$ cat src/rtl/alpha_decode_pkg.sv
package alpha_decode_pkg;

	////////////////////////////////////////////////////////////
	// basic datapath types
	////////////////////////////////////////////////////////////
	typedef logic [63:0] word_t;  // one datapath word
	typedef logic [31:0] inst_t;  // one instruction word
	typedef logic [4:0]  reg_idx_t;

	localparam reg_idx_t zero_reg = 5'd31;  // r31 reads zero, writes vanish

	////////////////////////////////////////////////////////////
	// mux selects and unit choice
	////////////////////////////////////////////////////////////
	typedef enum logic [1:0] {
		opa_is_rega,
		opa_is_mem_disp,
		opa_is_npc,
		opa_is_not3       // ~3, word-aligns a jump target
	} opa_sel_e;

	typedef enum logic [1:0] {
		opb_is_regb,
		opb_is_alu_imm,   // 8-bit literal
		opb_is_br_disp
	} opb_sel_e;

	typedef enum logic [1:0] {
		dest_is_regc,
		dest_is_rega,
		dest_none
	} dest_sel_e;

	typedef enum logic [4:0] {
		alu_addq, alu_subq, alu_and, alu_bic,
		alu_bis, alu_ornot, alu_xor, alu_eqv,
		alu_srl, alu_sll, alu_sra, alu_mulq,
		alu_cmpeq, alu_cmplt, alu_cmple, alu_cmpult,
		alu_cmpule
	} alu_func_e;

	typedef enum logic [1:0] {
		fu_adder,
		fu_mult,
		fu_mem
	} fu_sel_e;

	////////////////////////////////////////////////////////////
	// major opcodes, inst[31:26]
	////////////////////////////////////////////////////////////
	localparam logic [5:0] op_pal      = 6'h00;
	localparam logic [5:0] op_lda      = 6'h08;
	localparam logic [5:0] op_inta_grp = 6'h10;  // integer arithmetic
	localparam logic [5:0] op_intl_grp = 6'h11;  // logical
	localparam logic [5:0] op_ints_grp = 6'h12;  // shifts
	localparam logic [5:0] op_intm_grp = 6'h13;  // multiply
	localparam logic [5:0] op_jsr_grp  = 6'h1a;  // jmp/jsr/ret/jsr_co
	localparam logic [5:0] op_ldq      = 6'h29;
	localparam logic [5:0] op_stq      = 6'h2d;
	localparam logic [5:0] op_br       = 6'h30;
	localparam logic [5:0] op_fbeq     = 6'h31;
	localparam logic [5:0] op_fblt     = 6'h32;
	localparam logic [5:0] op_fble     = 6'h33;
	localparam logic [5:0] op_bsr      = 6'h34;
	localparam logic [5:0] op_fbne     = 6'h35;
	localparam logic [5:0] op_fbge     = 6'h36;
	localparam logic [5:0] op_fbgt     = 6'h37;
	localparam logic [5:0] op_blbc     = 6'h38;
	localparam logic [5:0] op_beq      = 6'h39;
	localparam logic [5:0] op_blt      = 6'h3a;
	localparam logic [5:0] op_ble      = 6'h3b;
	localparam logic [5:0] op_blbs     = 6'h3c;
	localparam logic [5:0] op_bne      = 6'h3d;
	localparam logic [5:0] op_bge      = 6'h3e;
	localparam logic [5:0] op_bgt      = 6'h3f;

	localparam logic [25:0] pal_halt = 26'h0000555;

	////////////////////////////////////////////////////////////
	// function codes, inst[11:5]
	////////////////////////////////////////////////////////////
	localparam logic [6:0] fn_cmpult = 7'h1d;
	localparam logic [6:0] fn_addq   = 7'h20;
	localparam logic [6:0] fn_subq   = 7'h29;
	localparam logic [6:0] fn_cmpeq  = 7'h2d;
	localparam logic [6:0] fn_cmpule = 7'h3d;
	localparam logic [6:0] fn_cmplt  = 7'h4d;
	localparam logic [6:0] fn_cmple  = 7'h6d;
	localparam logic [6:0] fn_and    = 7'h00;
	localparam logic [6:0] fn_bic    = 7'h08;
	localparam logic [6:0] fn_bis    = 7'h20;
	localparam logic [6:0] fn_ornot  = 7'h28;
	localparam logic [6:0] fn_xor    = 7'h40;
	localparam logic [6:0] fn_eqv    = 7'h48;
	localparam logic [6:0] fn_srl    = 7'h34;
	localparam logic [6:0] fn_sll    = 7'h39;
	localparam logic [6:0] fn_sra    = 7'h3c;
	localparam logic [6:0] fn_mulq   = 7'h20;

	////////////////////////////////////////////////////////////
	// pipeline payloads
	////////////////////////////////////////////////////////////
	typedef struct packed {
		inst_t inst;
		word_t npc;        // pc + 4 of this slot
		logic  slot_valid;
	} fetch_slot_t;

	typedef struct packed {
		word_t     opa;
		logic      opa_is_value;  // low means opa holds a register index
		word_t     opb;
		logic      opb_is_value;
		reg_idx_t  dest_idx;
		alu_func_e alu_func;
		fu_sel_e   fu_sel;
		logic [5:0] op_type;      // major opcode
		logic      rd_mem;
		logic      wr_mem;
		logic      cond_branch;
		logic      uncond_branch;
		logic      halt;
		logic      illegal;
		logic      valid_inst;
	} decoded_slot_t;

endpackage

$ cat src/rtl/decode_top.sv
`timescale 1ns/1ps

module decode_top #(
	parameter int num_slots = 2
) (
	input  logic                        clock,
	input  logic                        arst_n,
	input  logic                        in_valid,
	output logic                        in_ready,
	input  alpha_decode_pkg::inst_t     in_inst           [num_slots],
	input  alpha_decode_pkg::word_t     in_npc            [num_slots],
	input  logic                        in_slot_valid     [num_slots],
	output logic                        out_valid,
	input  logic                        out_ready,
	output alpha_decode_pkg::word_t     out_opa           [num_slots],
	output logic                        out_opa_is_value  [num_slots],
	output alpha_decode_pkg::word_t     out_opb           [num_slots],
	output logic                        out_opb_is_value  [num_slots],
	output alpha_decode_pkg::reg_idx_t  out_dest_idx      [num_slots],
	output alpha_decode_pkg::alu_func_e out_alu_func      [num_slots],
	output alpha_decode_pkg::fu_sel_e   out_fu_sel        [num_slots],
	output logic [5:0]                  out_op_type       [num_slots],
	output logic                        out_rd_mem        [num_slots],
	output logic                        out_wr_mem        [num_slots],
	output logic                        out_cond_branch   [num_slots],
	output logic                        out_uncond_branch [num_slots],
	output logic                        out_halt          [num_slots],
	output logic                        out_illegal       [num_slots],
	output logic                        out_valid_inst    [num_slots]
);
	import alpha_decode_pkg::*;

	typedef fetch_slot_t   [num_slots-1:0] fetch_bundle_t;
	typedef decoded_slot_t [num_slots-1:0] decoded_bundle_t;

	fetch_bundle_t   fetch_d;     // packed input bundle
	fetch_bundle_t   fetch_q;     // if/id contents
	decoded_bundle_t decoded_d;   // id_stage result
	decoded_bundle_t decoded_q;   // id/ex contents
	logic            if_id_valid;
	logic            id_ex_ready;

	for (genvar i = 0; i < num_slots; i++) begin : g_pack
		assign fetch_d[i] = '{inst: in_inst[i], npc: in_npc[i], slot_valid: in_slot_valid[i]};

		assign out_opa[i]           = decoded_q[i].opa;
		assign out_opa_is_value[i]  = decoded_q[i].opa_is_value;
		assign out_opb[i]           = decoded_q[i].opb;
		assign out_opb_is_value[i]  = decoded_q[i].opb_is_value;
		assign out_dest_idx[i]      = decoded_q[i].dest_idx;
		assign out_alu_func[i]      = decoded_q[i].alu_func;
		assign out_fu_sel[i]        = decoded_q[i].fu_sel;
		assign out_op_type[i]       = decoded_q[i].op_type;
		assign out_rd_mem[i]        = decoded_q[i].rd_mem;
		assign out_wr_mem[i]        = decoded_q[i].wr_mem;
		assign out_cond_branch[i]   = decoded_q[i].cond_branch;
		assign out_uncond_branch[i] = decoded_q[i].uncond_branch;
		assign out_halt[i]          = decoded_q[i].halt;
		assign out_illegal[i]       = decoded_q[i].illegal;
		assign out_valid_inst[i]    = decoded_q[i].valid_inst;
	end

	pipe_stage_reg #(.payload_t(fetch_bundle_t)) if_id_reg (
		.clock     (clock),
		.arst_n    (arst_n),
		.in_valid  (in_valid),
		.in_ready  (in_ready),
		.in_data   (fetch_d),
		.out_valid (if_id_valid),
		.out_ready (id_ex_ready),  // decode is combinational, ready passes through
		.out_data  (fetch_q)
	);

	id_stage #(.num_slots(num_slots)) u_id_stage (
		.clock    (clock),
		.arst_n   (arst_n),
		.slot_in  (fetch_q),
		.slot_out (decoded_d)
	);

	pipe_stage_reg #(.payload_t(decoded_bundle_t)) id_ex_reg (
		.clock     (clock),
		.arst_n    (arst_n),
		.in_valid  (if_id_valid),
		.in_ready  (id_ex_ready),
		.in_data   (decoded_d),
		.out_valid (out_valid),
		.out_ready (out_ready),
		.out_data  (decoded_q)
	);

endmodule

$ cat src/rtl/id_stage.sv
`timescale 1ns/1ps

module id_stage #(
	parameter int num_slots = 2
) (
	input  logic                                            clock,
	input  logic                                            arst_n,
	input  alpha_decode_pkg::fetch_slot_t   [num_slots-1:0] slot_in,
	output alpha_decode_pkg::decoded_slot_t [num_slots-1:0] slot_out
);
	import alpha_decode_pkg::*;

	for (genvar i = 0; i < num_slots; i++) begin : g_slot
		inst_t         inst;
		reg_idx_t      ra_idx;
		reg_idx_t      rb_idx;
		reg_idx_t      rc_idx;
		word_t         mem_disp;
		word_t         br_disp;
		word_t         alu_imm;
		opa_sel_e      opa_select;
		opb_sel_e      opb_select;
		dest_sel_e     dest_select;
		alu_func_e     alu_func;
		logic          rd_mem;
		logic          wr_mem;
		logic          cond_branch;
		logic          uncond_branch;
		logic          halt;
		logic          illegal;
		logic          valid_inst;
		decoded_slot_t dec;

		////////////////////////////////////////////////////////////
		// fields and immediates of this slot's own word
		////////////////////////////////////////////////////////////
		assign inst   = slot_in[i].inst;
		assign ra_idx = inst[25:21];
		assign rb_idx = inst[20:16];
		assign rc_idx = inst[4:0];

		assign mem_disp = {{48{inst[15]}}, inst[15:0]};          // sign-extended
		assign br_disp  = {{41{inst[20]}}, inst[20:0], 2'b00};   // word offset
		assign alu_imm  = {56'b0, inst[20:13]};                  // zero-extended

		inst_decoder u_dec (
			.inst          (inst),
			.inst_valid    (slot_in[i].slot_valid),
			.opa_select    (opa_select),
			.opb_select    (opb_select),
			.dest_select   (dest_select),
			.alu_func      (alu_func),
			.rd_mem        (rd_mem),
			.wr_mem        (wr_mem),
			.cond_branch   (cond_branch),
			.uncond_branch (uncond_branch),
			.halt          (halt),
			.illegal       (illegal),
			.valid_inst    (valid_inst)
		);

		////////////////////////////////////////////////////////////
		// operand, destination and unit muxes
		////////////////////////////////////////////////////////////
		always_comb begin
			// operand a
			case (opa_select)
				opa_is_mem_disp: begin
					dec.opa          = mem_disp;
					dec.opa_is_value = 1'b1;
				end
				opa_is_npc: begin
					dec.opa          = slot_in[i].npc;
					dec.opa_is_value = 1'b1;
				end
				opa_is_not3: begin
					dec.opa          = ~word_t'(3);  // clears low two bits
					dec.opa_is_value = 1'b1;
				end
				default: begin  // register a, resolved later
					dec.opa          = word_t'(ra_idx);
					dec.opa_is_value = 1'b0;
				end
			endcase

			// operand b
			case (opb_select)
				opb_is_alu_imm: begin
					dec.opb          = alu_imm;
					dec.opb_is_value = 1'b1;
				end
				opb_is_br_disp: begin
					dec.opb          = br_disp;
					dec.opb_is_value = 1'b1;
				end
				default: begin
					dec.opb          = word_t'(rb_idx);
					dec.opb_is_value = 1'b0;
				end
			endcase

			case (dest_select)
				dest_is_regc: dec.dest_idx = rc_idx;
				dest_is_rega: dec.dest_idx = ra_idx;
				default:      dec.dest_idx = zero_reg;  // nothing written
			endcase

			// memory groups 0x08, 0x20, 0x28 go to the load/store unit
			if (valid_inst && (inst[31:29] == 3'h1 || inst[31:29] == 3'h4 ||
				inst[31:29] == 3'h5))
				dec.fu_sel = fu_mem;
			else if (alu_func == alu_mulq)
				dec.fu_sel = fu_mult;
			else
				dec.fu_sel = fu_adder;

			dec.alu_func      = alu_func;
			dec.op_type       = inst[31:26];
			dec.rd_mem        = rd_mem;
			dec.wr_mem        = wr_mem;
			dec.cond_branch   = cond_branch;
			dec.uncond_branch = uncond_branch;
			dec.halt          = halt;
			dec.illegal       = illegal;
			dec.valid_inst    = valid_inst;
		end

		assign slot_out[i] = dec;

		// a slot never both loads and stores
		a_mem_excl: assert property (@(posedge clock) disable iff (!arst_n)
			!(slot_out[i].rd_mem && slot_out[i].wr_mem));
	end

endmodule

$ cat src/rtl/inst_decoder.sv
`timescale 1ns/1ps

module inst_decoder (
	input  alpha_decode_pkg::inst_t     inst,
	input  logic                        inst_valid,   // low gives a no-op
	output alpha_decode_pkg::opa_sel_e  opa_select,
	output alpha_decode_pkg::opb_sel_e  opb_select,
	output alpha_decode_pkg::dest_sel_e dest_select,
	output alpha_decode_pkg::alu_func_e alu_func,
	output logic                        rd_mem,
	output logic                        wr_mem,
	output logic                        cond_branch,
	output logic                        uncond_branch,
	output logic                        halt,
	output logic                        illegal,
	output logic                        valid_inst
);
	import alpha_decode_pkg::*;

	logic [5:0] opcode;
	logic [6:0] func;

	assign opcode = inst[31:26];
	assign func   = inst[11:5];   // operate-format function field

	assign valid_inst = inst_valid && !illegal;  // halt still counts as valid

	always_comb begin
		// no-op: add r31 + r31 into nowhere
		opa_select    = opa_is_rega;
		opb_select    = opb_is_regb;
		dest_select   = dest_none;
		alu_func      = alu_addq;
		rd_mem        = 1'b0;
		wr_mem        = 1'b0;
		cond_branch   = 1'b0;
		uncond_branch = 1'b0;
		halt          = 1'b0;
		illegal       = 1'b0;

		if (inst_valid) begin
			case (opcode[5:3])  // eight-opcode groups
				3'h0: begin
					// only the halt pal call is supported
					if (opcode == op_pal && inst[25:0] == pal_halt)
						halt = 1'b1;
					else
						illegal = 1'b1;
				end
				3'h2: begin  // integer operate, 0x10..0x17
					opb_select  = inst[12] ? opb_is_alu_imm : opb_is_regb;  // literal bit
					dest_select = dest_is_regc;
					case (opcode)
						op_inta_grp:
							case (func)
								fn_addq:   alu_func = alu_addq;
								fn_subq:   alu_func = alu_subq;
								fn_cmpeq:  alu_func = alu_cmpeq;
								fn_cmplt:  alu_func = alu_cmplt;
								fn_cmple:  alu_func = alu_cmple;
								fn_cmpult: alu_func = alu_cmpult;
								fn_cmpule: alu_func = alu_cmpule;
								default:   illegal = 1'b1;  // longword and scaled forms
							endcase
						op_intl_grp:
							case (func)
								fn_and:   alu_func = alu_and;
								fn_bic:   alu_func = alu_bic;
								fn_bis:   alu_func = alu_bis;
								fn_ornot: alu_func = alu_ornot;
								fn_xor:   alu_func = alu_xor;
								fn_eqv:   alu_func = alu_eqv;
								default:  illegal = 1'b1;  // cmov etc
							endcase
						op_ints_grp:
							case (func)
								fn_srl:  alu_func = alu_srl;
								fn_sll:  alu_func = alu_sll;
								fn_sra:  alu_func = alu_sra;
								default: illegal = 1'b1;  // byte manipulation
							endcase
						op_intm_grp:
							if (func == fn_mulq)
								alu_func = alu_mulq;
							else
								illegal = 1'b1;
						default: illegal = 1'b1;  // fp operate groups
					endcase
				end
				3'h3: begin
					if (opcode == op_jsr_grp) begin
						// target = rb & ~3, link into ra
						opa_select    = opa_is_not3;
						opb_select    = opb_is_regb;
						alu_func      = alu_and;
						dest_select   = dest_is_rega;
						uncond_branch = 1'b1;
					end else begin
						illegal = 1'b1;  // misc, fp moves
					end
				end
				3'h1, 3'h4, 3'h5: begin  // memory format
					opa_select  = opa_is_mem_disp;
					dest_select = dest_is_rega;
					case (opcode)
						op_lda: ;  // address only, no access
						op_ldq: rd_mem = 1'b1;
						op_stq: begin
							wr_mem      = 1'b1;
							dest_select = dest_none;  // ra is the store data
						end
						default: illegal = 1'b1;
					endcase
				end
				3'h6, 3'h7: begin  // branch format, target = npc + disp
					opa_select = opa_is_npc;
					opb_select = opb_is_br_disp;
					case (opcode)
						op_br, op_bsr: begin
							dest_select   = dest_is_rega;  // return address
							uncond_branch = 1'b1;
						end
						op_fbeq, op_fblt, op_fble, op_fbne, op_fbge, op_fbgt:
							illegal = 1'b1;
						op_blbc, op_beq, op_blt, op_ble, op_blbs, op_bne, op_bge, op_bgt:
							cond_branch = 1'b1;
						default: illegal = 1'b1;
					endcase
				end
			endcase
		end

		// illegal words carry no controls downstream
		if (illegal) begin
			opa_select    = opa_is_rega;
			opb_select    = opb_is_regb;
			dest_select   = dest_none;
			alu_func      = alu_addq;
			rd_mem        = 1'b0;
			wr_mem        = 1'b0;
			cond_branch   = 1'b0;
			uncond_branch = 1'b0;
		end
	end

endmodule

$ cat src/rtl/pipe_stage_reg.sv
`timescale 1ns/1ps

module pipe_stage_reg #(
	parameter type payload_t = logic
) (
	input  logic     clock,
	input  logic     arst_n,
	input  logic     in_valid,
	output logic     in_ready,
	input  payload_t in_data,
	output logic     out_valid,
	input  logic     out_ready,
	output payload_t out_data
);

	logic     valid_q;
	payload_t data_q;

	// open when empty or being drained this cycle
	assign in_ready = !valid_q || out_ready;

	always_ff @(posedge clock or negedge arst_n) begin
		if (!arst_n) begin
			valid_q <= 1'b0;
		end else if (in_ready) begin
			valid_q <= in_valid;  // refill or go empty
		end
	end

	always_ff @(posedge clock) begin
		if (in_valid && in_ready) begin
			data_q <= in_data;  // capture on transfer only
		end
	end

	assign out_valid = valid_q;
	assign out_data  = data_q;

	// stalled entry keeps its payload until taken
	a_hold_stable: assert property (@(posedge clock) disable iff (!arst_n)
		out_valid && !out_ready |=> $stable(out_data));

endmodule

$ cat config.mk
export PLATFORM = sky130hd
export DESIGN_NAME = decode_top
export DESIGN_NICKNAME = d
export VERILOG_FILES = /design/src/rtl/alpha_decode_pkg.sv /design/src/rtl/decode_top.sv /design/src/rtl/id_stage.sv /design/src/rtl/inst_decoder.sv /design/src/rtl/pipe_stage_reg.sv
export SDC_FILE = /design/constraint.sdc
export NUM_CORES = 1
export LEC_CHECK = 0
export BUFFER_PORTS_ARGS = -buffer_cell sky130_fd_sc_hd__buf_4
export CORE_AREA = 2 2 197 199
export DETAILED_ROUTE_END_ITERATION = 7
export DIE_AREA = 0 0 199 201
export PLACE_DENSITY_LB_ADDON = 0.12
export SLEW_MARGIN = 10
export SYNTH_ARGS = -nofsm -noshare
export SYNTH_HDL_FRONTEND = slang
export SYNTH_SLANG_ARGS = --single-unit
$ cat constraint.sdc
create_clock -name clock -period 7.6 [get_ports clock]
set_input_delay 0.38 -clock clock [delete_from_list [all_inputs] [get_ports clock]]
set_output_delay 0.38 -clock clock [all_outputs]
set_load 0.03 [all_outputs]
==> Word level (Yosys, flattened, before mapping) <==
Cells that the tools add are included.
{ "totals": {"register_bits": 506, "inputBits": 198, "out_inout_bits": 312, "word_cells": 280} }
{ "classes": {"eq_ne": 94, "n_mux": 90, "bitwise": 6, "n_reduce_logical": 52} }
{ "op_table": {"columns": ["op", "n"], "rows": [
  ["case mux 65 bit (3 select lines)", 2],
  ["case mux 65 bit (2 select lines)", 2],
  ["== test 6 bit (second input constant)", 24],
  ["== test 7 x 6 -> 1 bit (second input constant)", 16],
  ["== test 6 x 5 -> 1 bit (second input constant)", 10],
  ["case mux 5 bit (6 select lines)", 2],
  ["== test 7 bit (second input constant)", 8],
  ["== test 26 x 11 -> 1 bit (second input constant)", 2],
  ["2-to-1 mux 2 bit", 22],
  ["case mux 5 bit (2 select lines)", 4],
  ["case mux 5 bit (4 select lines)", 2],
  ["case mux 3 bit (6 select lines)", 2],
  ["2-to-1 mux 1 bit", 34],
  ["OR reduction 3 bit", 10],
  ["== test 3 bit (second input constant)", 8],
  ["case mux 4 bit (3 select lines)", 2],
  ["2-to-1 mux 5 bit", 4],
  ["OR reduction 10 bit", 2],
  ["case mux 2 bit (4 select lines)", 2],
  ["OR reduction 8 bit", 2],
  ["== test 7 x 4 -> 1 bit (second input constant)", 2],
  ["== test 7 x 5 -> 1 bit (second input constant)", 2],
  ["zero test 7 bit", 2],
  ["OR reduction 7 bit", 2],
  ["22 further kinds", 74]
]} }

==> Depth between registers and ports, before layout <==
{ "depth": {"depth_word": 9, "mapped_depth": 14, "mapped_depth_nobuf": 10} }

==> By module <==
A second synthesis with hierarchy kept.
{ "unflattened": {"hier_cells": 1298, "area_unflattened_um2": 19876.6} }
{ "by_module_without_submodules": {"columns": ["mod", "instances", "cells_per_inst", "area_each_um2", "seq_area_each_um2"], "rows": [
  ["pipe_stage_reg at id_ex_reg", 1, 314, 9362.7, 9334.0],
  ["pipe_stage_reg at if_id_reg", 1, 198, 5879.4, 5850.6],
  ["id_stage", 1, 546, 3035.4, 0.0],
  ["inst_decoder at u_id_stage.g_slot[1].u_dec", 1, 116, 804.5, 0.0],
  ["inst_decoder at u_id_stage.g_slot[0].u_dec", 1, 124, 794.5, 0.0]
]} }

==> Worst setup path before layout <==
OpenSTA, ideal clock, no wires.
{ "synth_timing": {"path_kind": "flip-flop to flip-flop", "from": "register id_ex_reg.valid_q, in the netlist id_ex_reg.out_valid", "to": "register id_ex_reg.data_q (netlist bit id_ex_reg.out_data[0]) (enable)", "t_arrival_ns": 5.807, "slack_ns": 1.176, "stages_incl_launch_ff": 3, "synth_period_minus_slack_ns": 6.424, "cell_sequence": "dfrtp_1 > nand2b_1 > and2_1"} }
{ "synth_via": {"elab_chain_cells": 3} }
{ "synth_rtl": {"columns": ["item", "line_no", "text"], "rows": [
  ["start, declared", "pipe_stage_reg.sv:16", "logic valid_q;"],
  ["start signal, assigned", "pipe_stage_reg.sv:26", "valid_q <= in_valid;"],
  ["zero test 1 bit", "pipe_stage_reg.sv:20", "assign in_ready = !valid_q || out_ready;"],
  ["logical OR 1 bit", "pipe_stage_reg.sv:20", null],
  ["logical AND 1 bit", "pipe_stage_reg.sv:31", "if (in_valid && in_ready) begin"],
  ["end signal, assigned", "pipe_stage_reg.sv:32", "data_q <= in_data;"],
  ["end, declared", "pipe_stage_reg.sv:17", "payload_t data_q;"]
]} }
Every way passes these cells.
A chain may end at the register's enable or synchronous reset.

==> results.toml <==
[run_status]
status = "finished clean"

[sta]
hold_viol = 0
finClkSkew_ns = 0.0238
maxSlewViolCount = 0
relSlewSlack_pct = 25.5
setup_tns_ns = 0
fin_crit_sh_pct = 57.8
rsz0062_at_grt = "no"
clock.fmax_mhz = 228
setup_ws_ns = 3.21
layout_min_cycle_time_ns = 4.39
setup-violations-final = 0
worst_pin_slew_ns = 1.12

[routing]
via_per_inst = 5.16
drt.antenna.violating_nets = 0
drtIter0Drc = 787
drc = 0
first_pass_iters = 5
routed_wl_um = 50000
wl_per_cell_um = 21.1
vias = 12200

[placed_design]
placed_area_um2 = 20900
port_buffers = 509
dp.cells = 2083
pre_cts_ws_ns = 3.14
gp_congestion = 0.828
hpwl_um = 32200

[grt]
antenna_found_initial = 5
grt_pass1_vias = 12300
grt_overflow = 0
grt_max_degree = 77
grt_pass1_wl_um = 74100
grt_util_all_layers_pct = 24.7

[worst_setup_path]
crit_arrival_ns = 4.70
critPathLaunchType = "flip-flop"
path_delay_family = "compound AO/OA/AOI/OAI gates"
crit_type = "flip-flop to flip-flop"
reg2reg_slack_ns = 3.21
max_stage_delay_ns = 0.79
endpoint = "id_ex_reg.out_data[185]"
timing.rr.end = "id_ex_reg.out_data[185]"
r2r-start = "if_id_reg.out_data[192]"
cp.depth = 10
cp.required_ns = 7.91
worstPathCellList = "or4b_1, inv_1, a31oi_1, o211a_1, o21ai_4, buf_4, nor2_1, ha_1, a22oi_1, o21ai_0"
critPathMaxFanout = 62
cp_slowest_cell = "buf_4"
cp_num_buf_inv = 2
cp-end-kind = "flip-flop"
crit_start = "if_id_reg.out_data[192]"
worst-r2r-cell-count = 10

[hold_path]
hp-start = "out_ready"
hold_class = "input port to flip-flop"

[pwr]
p_leak_nw = 9.34
p_per_area_nw_per_um2 = 248
ir_drop_v = 0.000228

[cts]
cts_max_level = 2
clk_pin_slew_ns = 0.06
clk_path_buf_depth = 3
clock_latency_ns = 0.57
cts_tree = "yes"
numCtsBuffers = 45
cts-root-buf = "clkbuf_16"
clock-sinks = 424

[synth]
synthCells = 1203
synth_edf_count = 422
async_flop_share_pct = 0.472
avgSynthCellArea_um2 = 14.4
synth_top_area_share_pct = 73.1
yosys.area.top_type = "edfxtp_1"
ys_top_cells_by_area = "edfxtp_1, buf_4, nand2_1, a21oi_1, a21oi_2"
synth_ff_type = "edfxtp_1"
ys_ff_latch = 424
syn_area_um2 = 17300
ys_seq_area_share_pct = 73.4
yosysUniqueCellTypes = 70
syn_nets = 1405
yosys_warnings = 0

[finish]
fill_cells = 2789
syn2layout_area_growth_pct = 41.1
fin_cells = 2367
post-route-cell-area_um2 = 24400
drive_gt1_share_pct = 35.7
layout_common_cells = "buf_4, edfxtp_1, dlygate4sd3_1, nand2_1, a21oi_1"
final_common_cell = "buf_4"
nNetsFinal = 2010

[die]
die_h_um = 201
die_width_um = 199
rows = 72
initial_core_util_pct = 45.5
dieArea_um2 = 40000
ioPinCount = 510
core-area_um2 = 38100

[flow_run]
cap_violations = 0
synth_stat cells (4+ instances only):
| master | number |
|---|---|
| nor3_1 | 11 |
| ha_1 | 4 |
| a2bb2oi_1 | 4 |
| nand2b_1 | 13 |
| a22oi_1 | 12 |
| nor4bb_1 | 4 |
| o32ai_1 | 4 |
| nor2_1 | 48 |
| a21oi_2 | 40 |
| and2_1 | 36 |
| nand2_1 | 158 |
| inv_1 | 13 |
| buf_2 | 28 |
| o22ai_1 | 12 |
| clkbuf_1 | 39 |
| nor4_1 | 11 |
| a31oi_1 | 10 |
| a221oi_1 | 10 |
| buf_4 | 83 |
| o21ai_0 | 32 |
| buf_6 | 10 |
| nand3b_1 | 5 |
| edfxtp_1 | 422 |
| nor4_2 | 5 |
| a21oi_1 | 90 |
| nand3_1 | 12 |
| nor3b_1 | 10 |
| nand4_1 | 6 |
layer usage:
metal	vias to the layer above	track usage, %	wire length, um
met2	584	40.6	24600
li1	5624	-	-
met1	5916	31.0	19100
met5	-	0	11
met3	87	7.48	4800
met4	2	9.04	1510
area by class of cell:
type	count	area, um^2	share of cell area (%)
Antenna cell	4	10.0	0.0410
Clock buffer	58	1230	5.02
Clock inverter	26	328	1.34
Inverter	15	56.3	0.230
Multi-Input combinational cell	604	3560	14.6
Sequential cell	424	12700	52.1
Tap cell	518	648	2.65
Timing Repair Buffer	718	5880	24.1
tightest hold or removal path, cell delays in order:
cell and delay [ns]:
buf_4 0.08, nand2b_1 0.11, nand2b_1 0.06
power by group:
| group | total [mW] | switching [mW] | internal, mW | leakage, nW |
|---|---|---|---|---|
| Sequential | 2.87 | 0.0952 | 2.77 | 4.13 |
| Clock | 2.31 | 0.899 | 1.41 | 0.762 |
| Combinational | 0.871 | 0.542 | 0.330 | 4.44 |
| Total | 6.05 | 1.54 | 4.51 | 9.34 |
cells by family after synthesis:
logic type	synth area share, %
buf+inv	6.23
xor+xnor	0.152
compound gates	9.09
mux	0.0578
fa+ha+maj	0.289
simple gates	10.8
flops	73.4
worst min-delay path by stage:
| stage | endpoint | slack, ns | depth (start not counted) |
|---|---|---|---|
| final | id_ex_reg.out_valid | 0.11 | 3 |
| after global routing | id_ex_reg.out_valid | 0.13 | 3 |
| after CTS | if_id_reg.out_data[24] | 0.0006 | 1 |
| after detailed placement | if_id_reg.out_valid | 0.18 | 1 |
| after global placement | id_ex_reg.out_valid | 0.18 | 1 |
| after floorplan | id_ex_reg.out_valid | 0.08 | 0 |
stage by stage:
step	total power, mW	utilization (%)	hold WS, ns
6_report	6.05	64.1	0.111
3_3_place_gp	3.69	54.9	0.180
3_5_place_dp	3.70	54.9	0.178
5_1_grt	6.25	64.1	0.133
2_1_floorplan	3.40	-	0.0844
4_1_cts	6.09	64.1	0.000644
state kept, by name (all words and copies together), names as in the netlist:
name and count:
id_ex_reg.out_valid 1, id_ex_reg.out_data 228, if_id_reg.out_valid 1, if_id_reg.out_data 194
timing repair:
action / in CTS / in global routing
endpoints found under the hold margin: 196 / 1
buffers inserted: 0 / 0
resized for setup: 0 / 0
hold buffers: 195 / 1
setup endpoints to repair: 0 / 0
(Power assumes the default switching activity.)
